File: config.mk
export PLATFORM = sky130hd
export DESIGN_NAME = siggen_top
export DESIGN_NICKNAME = d
export VERILOG_FILES = /design/src/common/siggen_pkg.sv /design/src/hw/siggen_packet_framer.sv /design/src/hw/siggen_settings_decode.sv /design/src/hw/siggen_top.sv /design/src/hw/tone/tone_cordic.sv /design/src/hw/tone/tone_gen.sv
export VERILOG_INCLUDE_DIRS = /design/src /design/src/common
export SDC_FILE = /design/constraint.sdc
export NUM_CORES = 2
export LEC_CHECK = 0
export ABC_AREA = 0
export BUFFER_PORTS_ARGS = -buffer_cell sky130_fd_sc_hd__buf_4
export CELL_PAD_IN_SITES_DETAIL_PLACEMENT = 0
export CELL_PAD_IN_SITES_GLOBAL_PLACEMENT = 1
export CORE_AREA = 3 3 437 439
export CTS_CLUSTER_DIAMETER = 80
export DETAILED_ROUTE_END_ITERATION = 8
export DIE_AREA = 0 0 440 442
export PLACE_DENSITY = 0.85
export SETUP_SLACK_MARGIN = 0.3
export SYNTH_ARGS = -nofsm -noshare
export SYNTH_HDL_FRONTEND = slang
export SYNTH_SLANG_ARGS = --single-unit
File: constraint.sdc
create_clock -name ce_clk -period 11.6 [get_ports ce_clk]
set_input_delay 1.16 -clock ce_clk [delete_from_list [all_inputs] [get_ports ce_clk]]
set_output_delay 1.16 -clock ce_clk [all_outputs]
set_load 0.01 [all_outputs]
File: src/common/siggen_defines.svh
/*
 * Widths, CORDIC depth and settings-bus register map for the signal generator
 */
`ifndef SIGGEN_DEFINES_SVH
`define SIGGEN_DEFINES_SVH

// Settings bus
`define SIGGEN_ADDR_W 8
`define SIGGEN_DATA_W 32

// Sample path
`define SIGGEN_SAMPLE_W 16
`define SIGGEN_PHASE_W 24

// Micro-rotations after the quadrant step
`define SIGGEN_CORDIC_STAGES 14

// User registers, above the shell register space
`define SIGGEN_SR_FREQ 8'd128
`define SIGGEN_SR_CARTESIAN 8'd130
`define SIGGEN_SR_ENABLE 8'd132
`define SIGGEN_SR_AMPLITUDE 8'd138
`define SIGGEN_SR_PKT_SIZE 8'd140

`endif

File: src/common/siggen_pkg.sv
/*
 * Signal generator types: register set, output sample and packet header
 */
`include "siggen_defines.svh"

package siggen_pkg;

  // Generator register set
  typedef struct packed {
    logic [`SIGGEN_PHASE_W-1:0]  freq_step;
    logic [`SIGGEN_SAMPLE_W-1:0] start_i;
    logic [`SIGGEN_SAMPLE_W-1:0] start_q;
    logic [15:0]                 amplitude;  // unsigned Q1.15
    logic [15:0]                 pkt_size;
    logic                        enable;
  } siggen_cfg_t;

  // One stream word, I in the upper half
  typedef struct packed {
    logic signed [`SIGGEN_SAMPLE_W-1:0] i;
    logic signed [`SIGGEN_SAMPLE_W-1:0] q;
  } siggen_sample_t;

  // CVITA-style packet header
  typedef struct packed {
    logic [1:0]  pkt_type;
    logic        eob;
    logic        has_time;
    logic [11:0] seqnum;
    logic [15:0] length;     // bytes
    logic [15:0] src_sid;
    logic [15:0] dst_sid;
  } cvita_hdr_t;

endpackage

File: src/hw/siggen_packet_framer.sv
/*
 * Packet framer: sample counter, last marker and CVITA-style header
 */
`timescale 1ns/10ps

module siggen_packet_framer (
  input  logic                       ce_clk,
  input  logic                       i_rst,
  input  siggen_pkg::siggen_cfg_t    i_cfg,
  input  logic [15:0]                i_src_sid,
  input  logic [15:0]                i_dst_sid,
  input  siggen_pkg::siggen_sample_t i_sample,
  input  logic                       i_valid,
  output logic                       o_ready,
  output logic [31:0]                o_tdata,
  output logic                       o_tvalid,
  output logic                       o_tlast,
  input  logic                       i_tready,
  output siggen_pkg::cvita_hdr_t     o_hdr
);

  logic [15:0] count_q;
  logic [11:0] seqnum_q;
  logic        at_end;
  logic        xfer;

  // Stream passes through with no added latency
  assign o_tdata  = i_sample;
  assign o_tvalid = i_valid;
  assign o_ready  = i_tready;

  // Also catches a count left above a size that was lowered mid-packet
  assign at_end  = (count_q >= (i_cfg.pkt_size - 16'd1));
  assign o_tlast = i_valid && at_end;
  assign xfer    = i_valid && i_tready;

  ////////////////////////////////////////////////////////////////////////////
  // Sample and packet counters
  ////////////////////////////////////////////////////////////////////////////
  always_ff @(posedge ce_clk) begin
    if (i_rst) begin
      count_q  <= '0;
      seqnum_q <= '0;
    end else if (xfer) begin
      if (at_end) begin
        count_q  <= '0;
        // 12-bit field, wraps at 4096
        seqnum_q <= seqnum_q + 12'd1;
      end else begin
        count_q <= count_q + 16'd1;
      end
    end
  end

  always_comb begin
    o_hdr.pkt_type = 2'b00;
    o_hdr.eob      = 1'b0;
    o_hdr.has_time = 1'b0;
    o_hdr.seqnum   = seqnum_q;
    // Four bytes per I/Q word
    o_hdr.length   = {i_cfg.pkt_size[13:0], 2'b00};
    o_hdr.src_sid  = i_src_sid;
    o_hdr.dst_sid  = i_dst_sid;
  end

  // A stalled last beat stays presented as a valid last beat
  a_last_held: assert property (
    @(posedge ce_clk) disable iff (i_rst) (o_tlast && !i_tready) |=> (o_tvalid && o_tlast));

endmodule

File: src/hw/siggen_settings_decode.sv
/*
 * Settings-bus register decoder for the signal generator
 */
`timescale 1ns/10ps
`include "siggen_defines.svh"

module siggen_settings_decode (
  input  logic                      ce_clk,
  input  logic                      i_rst,
  input  logic                      i_set_stb,
  input  logic [`SIGGEN_ADDR_W-1:0] i_set_addr,
  input  logic [`SIGGEN_DATA_W-1:0] i_set_data,
  output siggen_pkg::siggen_cfg_t   o_cfg
);

  siggen_pkg::siggen_cfg_t cfg_q;

  ////////////////////////////////////////////////////////////////////////////
  // Register writes
  ////////////////////////////////////////////////////////////////////////////
  always_ff @(posedge ce_clk) begin
    if (i_rst) begin
      cfg_q.freq_step <= '0;
      cfg_q.start_i   <= '0;
      cfg_q.start_q   <= '0;
      // Full scale, Q1.15
      cfg_q.amplitude <= 16'h8000;
      cfg_q.pkt_size  <= 16'd64;
      cfg_q.enable    <= 1'b0;
    end else if (i_set_stb) begin
      case (i_set_addr)
        `SIGGEN_SR_FREQ: cfg_q.freq_step <= i_set_data[`SIGGEN_PHASE_W-1:0];
        `SIGGEN_SR_CARTESIAN: begin
          cfg_q.start_i <= i_set_data[31:16];
          cfg_q.start_q <= i_set_data[15:0];
        end
        `SIGGEN_SR_ENABLE: cfg_q.enable <= i_set_data[0];
        `SIGGEN_SR_AMPLITUDE: cfg_q.amplitude <= i_set_data[15:0];
        `SIGGEN_SR_PKT_SIZE: cfg_q.pkt_size <= i_set_data[15:0];
        default: ;
      endcase
    end
  end

  assign o_cfg = cfg_q;

  // Framer relies on a nonzero size for its wrap compare
  a_pkt_size_nonzero: assert property (
    @(posedge ce_clk) disable iff (i_rst) i_set_stb |=> (o_cfg.pkt_size != 16'd0));

endmodule

File: src/hw/siggen_top.sv
/*
 * Signal generator top: settings decode, tone generation, packet framing
 */
`timescale 1ns/10ps
`include "siggen_defines.svh"

module siggen_top (
  input  logic                      ce_clk,
  input  logic                      i_rst,
  input  logic                      i_set_stb,
  input  logic [`SIGGEN_ADDR_W-1:0] i_set_addr,
  input  logic [`SIGGEN_DATA_W-1:0] i_set_data,
  input  logic [15:0]               i_src_sid,
  input  logic [15:0]               i_dst_sid,
  output logic [31:0]               o_tdata,
  output logic                      o_tvalid,
  output logic                      o_tlast,
  input  logic                      i_tready,
  output siggen_pkg::cvita_hdr_t    o_hdr
);

  siggen_pkg::siggen_cfg_t    cfg;
  siggen_pkg::siggen_sample_t tone_sample;
  logic                       tone_valid;
  logic                       tone_ready;

  siggen_settings_decode u_decode (
    .ce_clk(ce_clk), .i_rst(i_rst),
    .i_set_stb(i_set_stb), .i_set_addr(i_set_addr), .i_set_data(i_set_data),
    .o_cfg(cfg)
  );

  tone_gen u_tone (
    .ce_clk(ce_clk), .i_rst(i_rst), .i_cfg(cfg),
    .o_sample(tone_sample), .o_valid(tone_valid), .i_ready(tone_ready)
  );

  siggen_packet_framer u_framer (
    .ce_clk(ce_clk), .i_rst(i_rst), .i_cfg(cfg),
    .i_src_sid(i_src_sid), .i_dst_sid(i_dst_sid),
    .i_sample(tone_sample), .i_valid(tone_valid), .o_ready(tone_ready),
    .o_tdata(o_tdata), .o_tvalid(o_tvalid), .o_tlast(o_tlast),
    .i_tready(i_tready), .o_hdr(o_hdr)
  );

endmodule

File: src/hw/tone/tone_cordic.sv
/*
 * Pipelined rotation-mode CORDIC with quadrant pre-rotation and stall
 */
`timescale 1ns/10ps
`include "siggen_defines.svh"

module tone_cordic (
  input  logic                       ce_clk,
  input  logic                       i_rst,
  input  logic                       i_stall,
  input  logic                       i_valid,
  input  siggen_pkg::siggen_sample_t i_vec,
  input  logic [`SIGGEN_PHASE_W-1:0] i_phase,
  output logic                       o_valid,
  output siggen_pkg::siggen_sample_t o_vec
);

  localparam int SW = `SIGGEN_SAMPLE_W;
  localparam int PW = `SIGGEN_PHASE_W;
  localparam int NS = `SIGGEN_CORDIC_STAGES;
  // Two guard bits above the sample for gain and pre-rotation growth
  localparam int XW = SW + 2;

  // atan(2^-k) in units of 2*pi / 2^24
  localparam logic signed [PW-1:0] ATAN [NS] = '{
    24'sd2097152, 24'sd1238021, 24'sd654136, 24'sd332050, 24'sd166669,
    24'sd83416, 24'sd41718, 24'sd20860, 24'sd10430, 24'sd5215,
    24'sd2608, 24'sd1304, 24'sd652, 24'sd326
  };

  logic signed [XW-1:0] vi, vq;
  logic signed [XW-1:0] x_pre, y_pre;
  logic signed [PW-1:0] z_pre;
  logic signed [XW-1:0] x_q [NS];
  logic signed [XW-1:0] y_q [NS];
  logic signed [PW-1:0] z_q [NS];
  logic [NS-1:0]        valid_q;

  assign vi = {{(XW-SW){i_vec.i[SW-1]}}, i_vec.i};
  assign vq = {{(XW-SW){i_vec.q[SW-1]}}, i_vec.q};

  ////////////////////////////////////////////////////////////////////////////
  // Quadrant pre-rotation, residual left in [0, pi/2)
  ////////////////////////////////////////////////////////////////////////////
  always_comb begin
    case (i_phase[PW-1 -: 2])
      2'b00: begin x_pre = vi;  y_pre = vq;  end
      2'b01: begin x_pre = -vq; y_pre = vi;  end
      2'b10: begin x_pre = -vi; y_pre = -vq; end
      default: begin x_pre = vq; y_pre = -vi; end
    endcase
    z_pre = {2'b00, i_phase[PW-3:0]};
  end

  ////////////////////////////////////////////////////////////////////////////
  // Micro-rotation stages
  ////////////////////////////////////////////////////////////////////////////
  for (genvar s = 0; s < NS; s++) begin : g_stage
    logic signed [XW-1:0] x_in, y_in;
    logic signed [PW-1:0] z_in;
    if (s == 0) begin : g_in
      assign x_in = x_pre;
      assign y_in = y_pre;
      assign z_in = z_pre;
    end else begin : g_in
      assign x_in = x_q[s-1];
      assign y_in = y_q[s-1];
      assign z_in = z_q[s-1];
    end
    always_ff @(posedge ce_clk) begin
      if (!i_stall) begin
        // Negative residual rotates back clockwise
        if (z_in[PW-1]) begin
          x_q[s] <= x_in + (y_in >>> s);
          y_q[s] <= y_in - (x_in >>> s);
          z_q[s] <= z_in + ATAN[s];
        end else begin
          x_q[s] <= x_in - (y_in >>> s);
          y_q[s] <= y_in + (x_in >>> s);
          z_q[s] <= z_in - ATAN[s];
        end
      end
    end
  end

  always_ff @(posedge ce_clk) begin
    if (i_rst) begin
      valid_q <= '0;
    end else if (!i_stall) begin
      valid_q <= {valid_q[NS-2:0], i_valid};
    end
  end

  assign o_valid = valid_q[NS-1];
  assign o_vec   = {x_q[NS-1][SW-1:0], y_q[NS-1][SW-1:0]};

endmodule

File: src/hw/tone/tone_gen.sv
/*
 * Tone generator: phase accumulator, CORDIC rotation, amplitude scaling
 */
`timescale 1ns/10ps
`include "siggen_defines.svh"

module tone_gen (
  input  logic                       ce_clk,
  input  logic                       i_rst,
  input  siggen_pkg::siggen_cfg_t    i_cfg,
  output siggen_pkg::siggen_sample_t o_sample,
  output logic                       o_valid,
  input  logic                       i_ready
);

  logic                       stall;
  logic                       acc_valid_q;
  logic [`SIGGEN_PHASE_W-1:0] phase_q;
  siggen_pkg::siggen_sample_t start_vec;
  siggen_pkg::siggen_sample_t cordic_vec;
  logic                       cordic_valid;
  logic signed [16:0]         amp_s;
  logic signed [32:0]         prod_i, prod_q;
  siggen_pkg::siggen_sample_t sample_q;
  logic                       out_valid_q;

  // Output held and not taken freezes every stage
  assign stall = out_valid_q && !i_ready;

  ////////////////////////////////////////////////////////////////////////////
  // Phase accumulator
  ////////////////////////////////////////////////////////////////////////////
  always_ff @(posedge ce_clk) begin
    if (i_rst) begin
      acc_valid_q <= 1'b0;
      phase_q     <= '0;
    end else if (!stall) begin
      acc_valid_q <= i_cfg.enable;
      // Step once the held phase has moved into the CORDIC
      if (acc_valid_q) begin
        phase_q <= phase_q + i_cfg.freq_step;
      end
    end
  end

  assign start_vec = {i_cfg.start_i, i_cfg.start_q};

  tone_cordic u_cordic (
    .ce_clk  (ce_clk),
    .i_rst   (i_rst),
    .i_stall (stall),
    .i_valid (acc_valid_q),
    .i_vec   (start_vec),
    .i_phase (phase_q),
    .o_valid (cordic_valid),
    .o_vec   (cordic_vec)
  );

  // Unsigned Q1.15 scale, truncated back to the sample width
  assign amp_s  = $signed({1'b0, i_cfg.amplitude});
  assign prod_i = $signed(cordic_vec.i) * amp_s;
  assign prod_q = $signed(cordic_vec.q) * amp_s;

  always_ff @(posedge ce_clk) begin
    if (!stall) begin
      sample_q <= {prod_i[30:15], prod_q[30:15]};
    end
  end

  always_ff @(posedge ce_clk) begin
    if (i_rst) begin
      out_valid_q <= 1'b0;
    end else if (!stall) begin
      out_valid_q <= cordic_valid;
    end
  end

  assign o_sample = sample_q;
  assign o_valid  = out_valid_q;

  // Stall holds the output and the CORDIC stage behind it
  a_hold_on_stall: assert property (
    @(posedge ce_clk) disable iff (i_rst) (o_valid && !i_ready) |=>
      ($stable(o_sample) && $stable(cordic_vec) && $stable(cordic_valid)));

endmodule

==> flow_summary_export.csv <==
group,metric,value,unit
status,outcome,"completed",
sta,setup_viol,0,
floorplanning,row_count,159,
routing,antenna_left,0,
synthesis,synthArstFlopShare,0,%
placed_design,io_buffers,103,
global_routing,grt_pass1_vias,63002,
setup_path,crit_path_end_kind,"register",
setup_path,critPathBufInv,5,
cells_and_area,seq_area,0.0275,sq mm
setup_path,cp_common_cell,"fa_1",
synthesis,synth-main-ff-cell,"edfxtp_1",
setup_path,crit_family,"adder cells",
routing,first_pass_iters,5,
sta,fmax,131,MHz
global_routing,grt_pass1_wl,312000,microns
clock_network,clk_pin_slew_worst_paths,0.06,ns
sta,rsz0062_at_grt,"no",
global_routing,grt_max_degree,95,
power,combPwrFrac,61.4,%
cells_and_area,areaGrowthSynthToFinish,7.79,%
power,p_sw_share,43.5,%
synthesis,ys_ff_latch,969,
setup_path,crit_path_top_delay_cell,"a211oi_1",
clock_network,cts_tree,"yes",
floorplanning,core,0.188,sq mm
power,pwr-share-seq,26.8,%
routing,drc_errors,0,
placed_design,place_congestion,0.877,
synthesis,synth-edff-count,812,
cells_and_area,multi_input_area,0.0541,sq mm
floorplanning,die_w,440,microns
setup_path,critical_path_arrival,8.10,ns
clock_network,worstSkewPairLatency,0.73,ns
synthesis,yosys_warnings,0,
clock_network,post_cts_resize_count,0,
setup_path,slowest_delay,0.92,ns
global_routing,gr-usage-all-layers,19.2,%
setup_path,crit_path_start,"u_decode.o_cfg[21]",
sta,fin_crit_sh,65.7,%
setup_path,crit_type,"reg -> reg",
power,powerDensity,313,mW/mm^2
sta,finalHoldViolations,0,
synthesis,synth.distinct_cells,79,
floorplanning,die_h,442,microns
power,power_switching,12.6,mW
cells_and_area,design_area,0.0926,sq mm
min_path,hold_class,"reg -> reg",
power,max-vdd-ir-drop,288,uV
routing,routed_wl,187000,microns
sta,fin_skew,0.0232,ns
power,clockPowerShare,11.9,%
setup_path,path_max_fanout,17,
placed_design,dp_hpwl,148000,microns
clock_network,cts.sinks,969,
routing,avgRoutedWirePerCell,16.2,microns
routing,drt_iter0_drc,3196,
power,intPower,16.4,mW
sta,fin_crit,7.62,ns
setup_path,crit_chain,"buf_4, and2_1, fa_1, inv_1, fa_1, fa_1, fa_1, inv_1, fa_1, inv_1, fa_1, inv_1, ha_1, a211o_1, a21oi_1, nor3b_1, a21oi_1, a211oi_1, a211oi_1, o2111ai_1, nand3b_1, a21oi_1, xnor2_1",
floorplanning,ios,174,
min_path,hold_start,"u_tone.u_cordic.z_q[4][26]",
setup_path,r2r_start,"u_decode.o_cfg[21]",
global_routing,antenna_found_initial,5,
global_routing,grt_overflow,0,
routing,viasPerCell,5.40,
cells_and_area,drive_gt1_share,4.62,%
setup_path,cp-start-kind,"register",
cells_and_area,nFillCells,17080,
routing,vias,62319,
sta,slew_headroom,18.7,%
sta,final.setup.tns,0,ns
clock_network,numCtsBuffers,110,
setup_path,critPathRequiredTime,12.08,ns
job,maxCapViolCount,0,
power,leakage,41.0,nW
sta,drv_slew,0,
synthesis,ys_seq_area_share,32.0,%
synthesis,syn_area,0.0859,sq mm
cells_and_area,nets,10490,
clock_network,clockBufferDepth,3,
synthesis,synthCells,8948,
clock_network,cts_hold_buf,0,
floorplanning,dieArea,0.194,sq mm
placed_design,placed_area,0.0891,sq mm
clock_network,htreeDepth,3,
floorplanning,start_util,45.8,%
clock_network,root_buffer,"clkbuf_16",
clock_network,post_cts_buffers,0,
synthesis,avgSynthCellArea,9.61,sq um
sta,worst_slew_pin_slew,1.22,ns
Yosys cell counts (122+ instances only):
master,number,area [sq um]
a21oi_1,678,3390
nor3_1,197,986
xnor2_1,643,5630
nand2_1,803,3010
nor2_1,631,2370
clkbuf_1,185,694
and2_1,257,1610
edfxtp_1,812,24400
nand3_1,142,711
inv_1,848,3180
ha_1,1028,12900
a21o_1,202,1520
o21ai_0,329,1650
dfxtp_1,157,3140
xor2_1,307,2690
fa_1,425,8510
o21bai_1,122,916
metal layers:
metal  up-vias  track usage (%)  routed length (microns)
li1      31056                -                        -
met1     29927             24.5                    82400
met5         -                0                       13
met3       308             2.57                     7200
met2      1026             33.8                    92600
met4         2             5.41                     4970
sequential cells by signal, summed over array words and instances (netlist names), 12 cells and up:
register,cells
u_tone.u_cordic.x_q,249
u_tone.u_cordic.y_q,250
u_decode.o_cfg,89
u_framer.seqnum_q,12
u_framer.count_q,16
u_tone.o_sample,32
u_tone.u_cordic.z_q,281
u_tone.phase_q,24
u_tone.u_cordic.valid_q,14
metrics by stage:
step	instances	utilization, %	total power [mW]	worst slack [ns]	hold slack, ns
after CTS	11549	49.4	29.2	3.96	0.420
after floorplan	8953	-	21.2	5.05	0.400
final	11550	49.4	29.0	3.98	0.417
after global placement	11344	47.5	25.1	4.08	0.402
after detailed placement	11344	47.5	25.5	4.03	0.406
after global routing	11550	49.4	31.7	3.58	0.428
final cells by class:
class,instances,area share [%]
clock buffer,141,3.16
clock inverter,64,0.664
antenna,1,0.00270
inverter,856,3.47
timing repair buffer,155,1.26
multi-input combinational,6869,58.4
sequential,969,29.7
tap,2495,3.37
power by group through the flow:
stage | Sequential (mW) | Clock [mW] | Combinational (mW)
detailed placement | 7.81 | 0 | 17.7
floorplan | 7.10 | 0 | 14.1
finish | 7.76 | 3.44 | 17.8
CTS | 7.76 | 3.53 | 17.9
global route | 7.90 | 3.67 | 20.1
global placement | 7.79 | 0 | 17.3
cell usage in the layout (no fill, tap or decap), drive strengths merged, types with 142 or more instances in the layout:
cell,count
ha,1028
inv,858
edfxtp,812
nand2,803
a21oi,679
xnor2,643
nor2,631
fa,425
o21ai,331
xor2,307
and2,258
a21o,203
nor3,198
dfxtp,157
buf,155
nand3,142
worst paths after layout:
| path | end | slack [ns] | cells past startpoint |
|---|---|---|---|
| max | u_tone.o_sample[14] | 3.98 | 23 |
| min | u_tone.u_cordic.z_q[5][2] | 0.42 | 0 |
| max reg2reg | u_tone.o_sample[14] | 3.98 | 23 |
| min reg2reg | u_tone.u_cordic.z_q[5][2] | 0.42 | 0 |
kinds of logic (layout without fill, tap and decap cells):
logic type / count (synthesis) / count (layout) / synth area share, %
flops: 969 / 969 / 32.0
compound gates: 1816 / 1816 / 13.3
other cells: 1 / 7 / 0.00436
buf+inv: 1115 / 1216 / 5.11
xor+xnor: 950 / 950 / 9.68
mux: 63 / 63 / 0.750
simple gates: 2581 / 2581 / 14.3
fa+ha+maj: 1453 / 1453 / 24.9
Power figures use the tool's default switching activity.
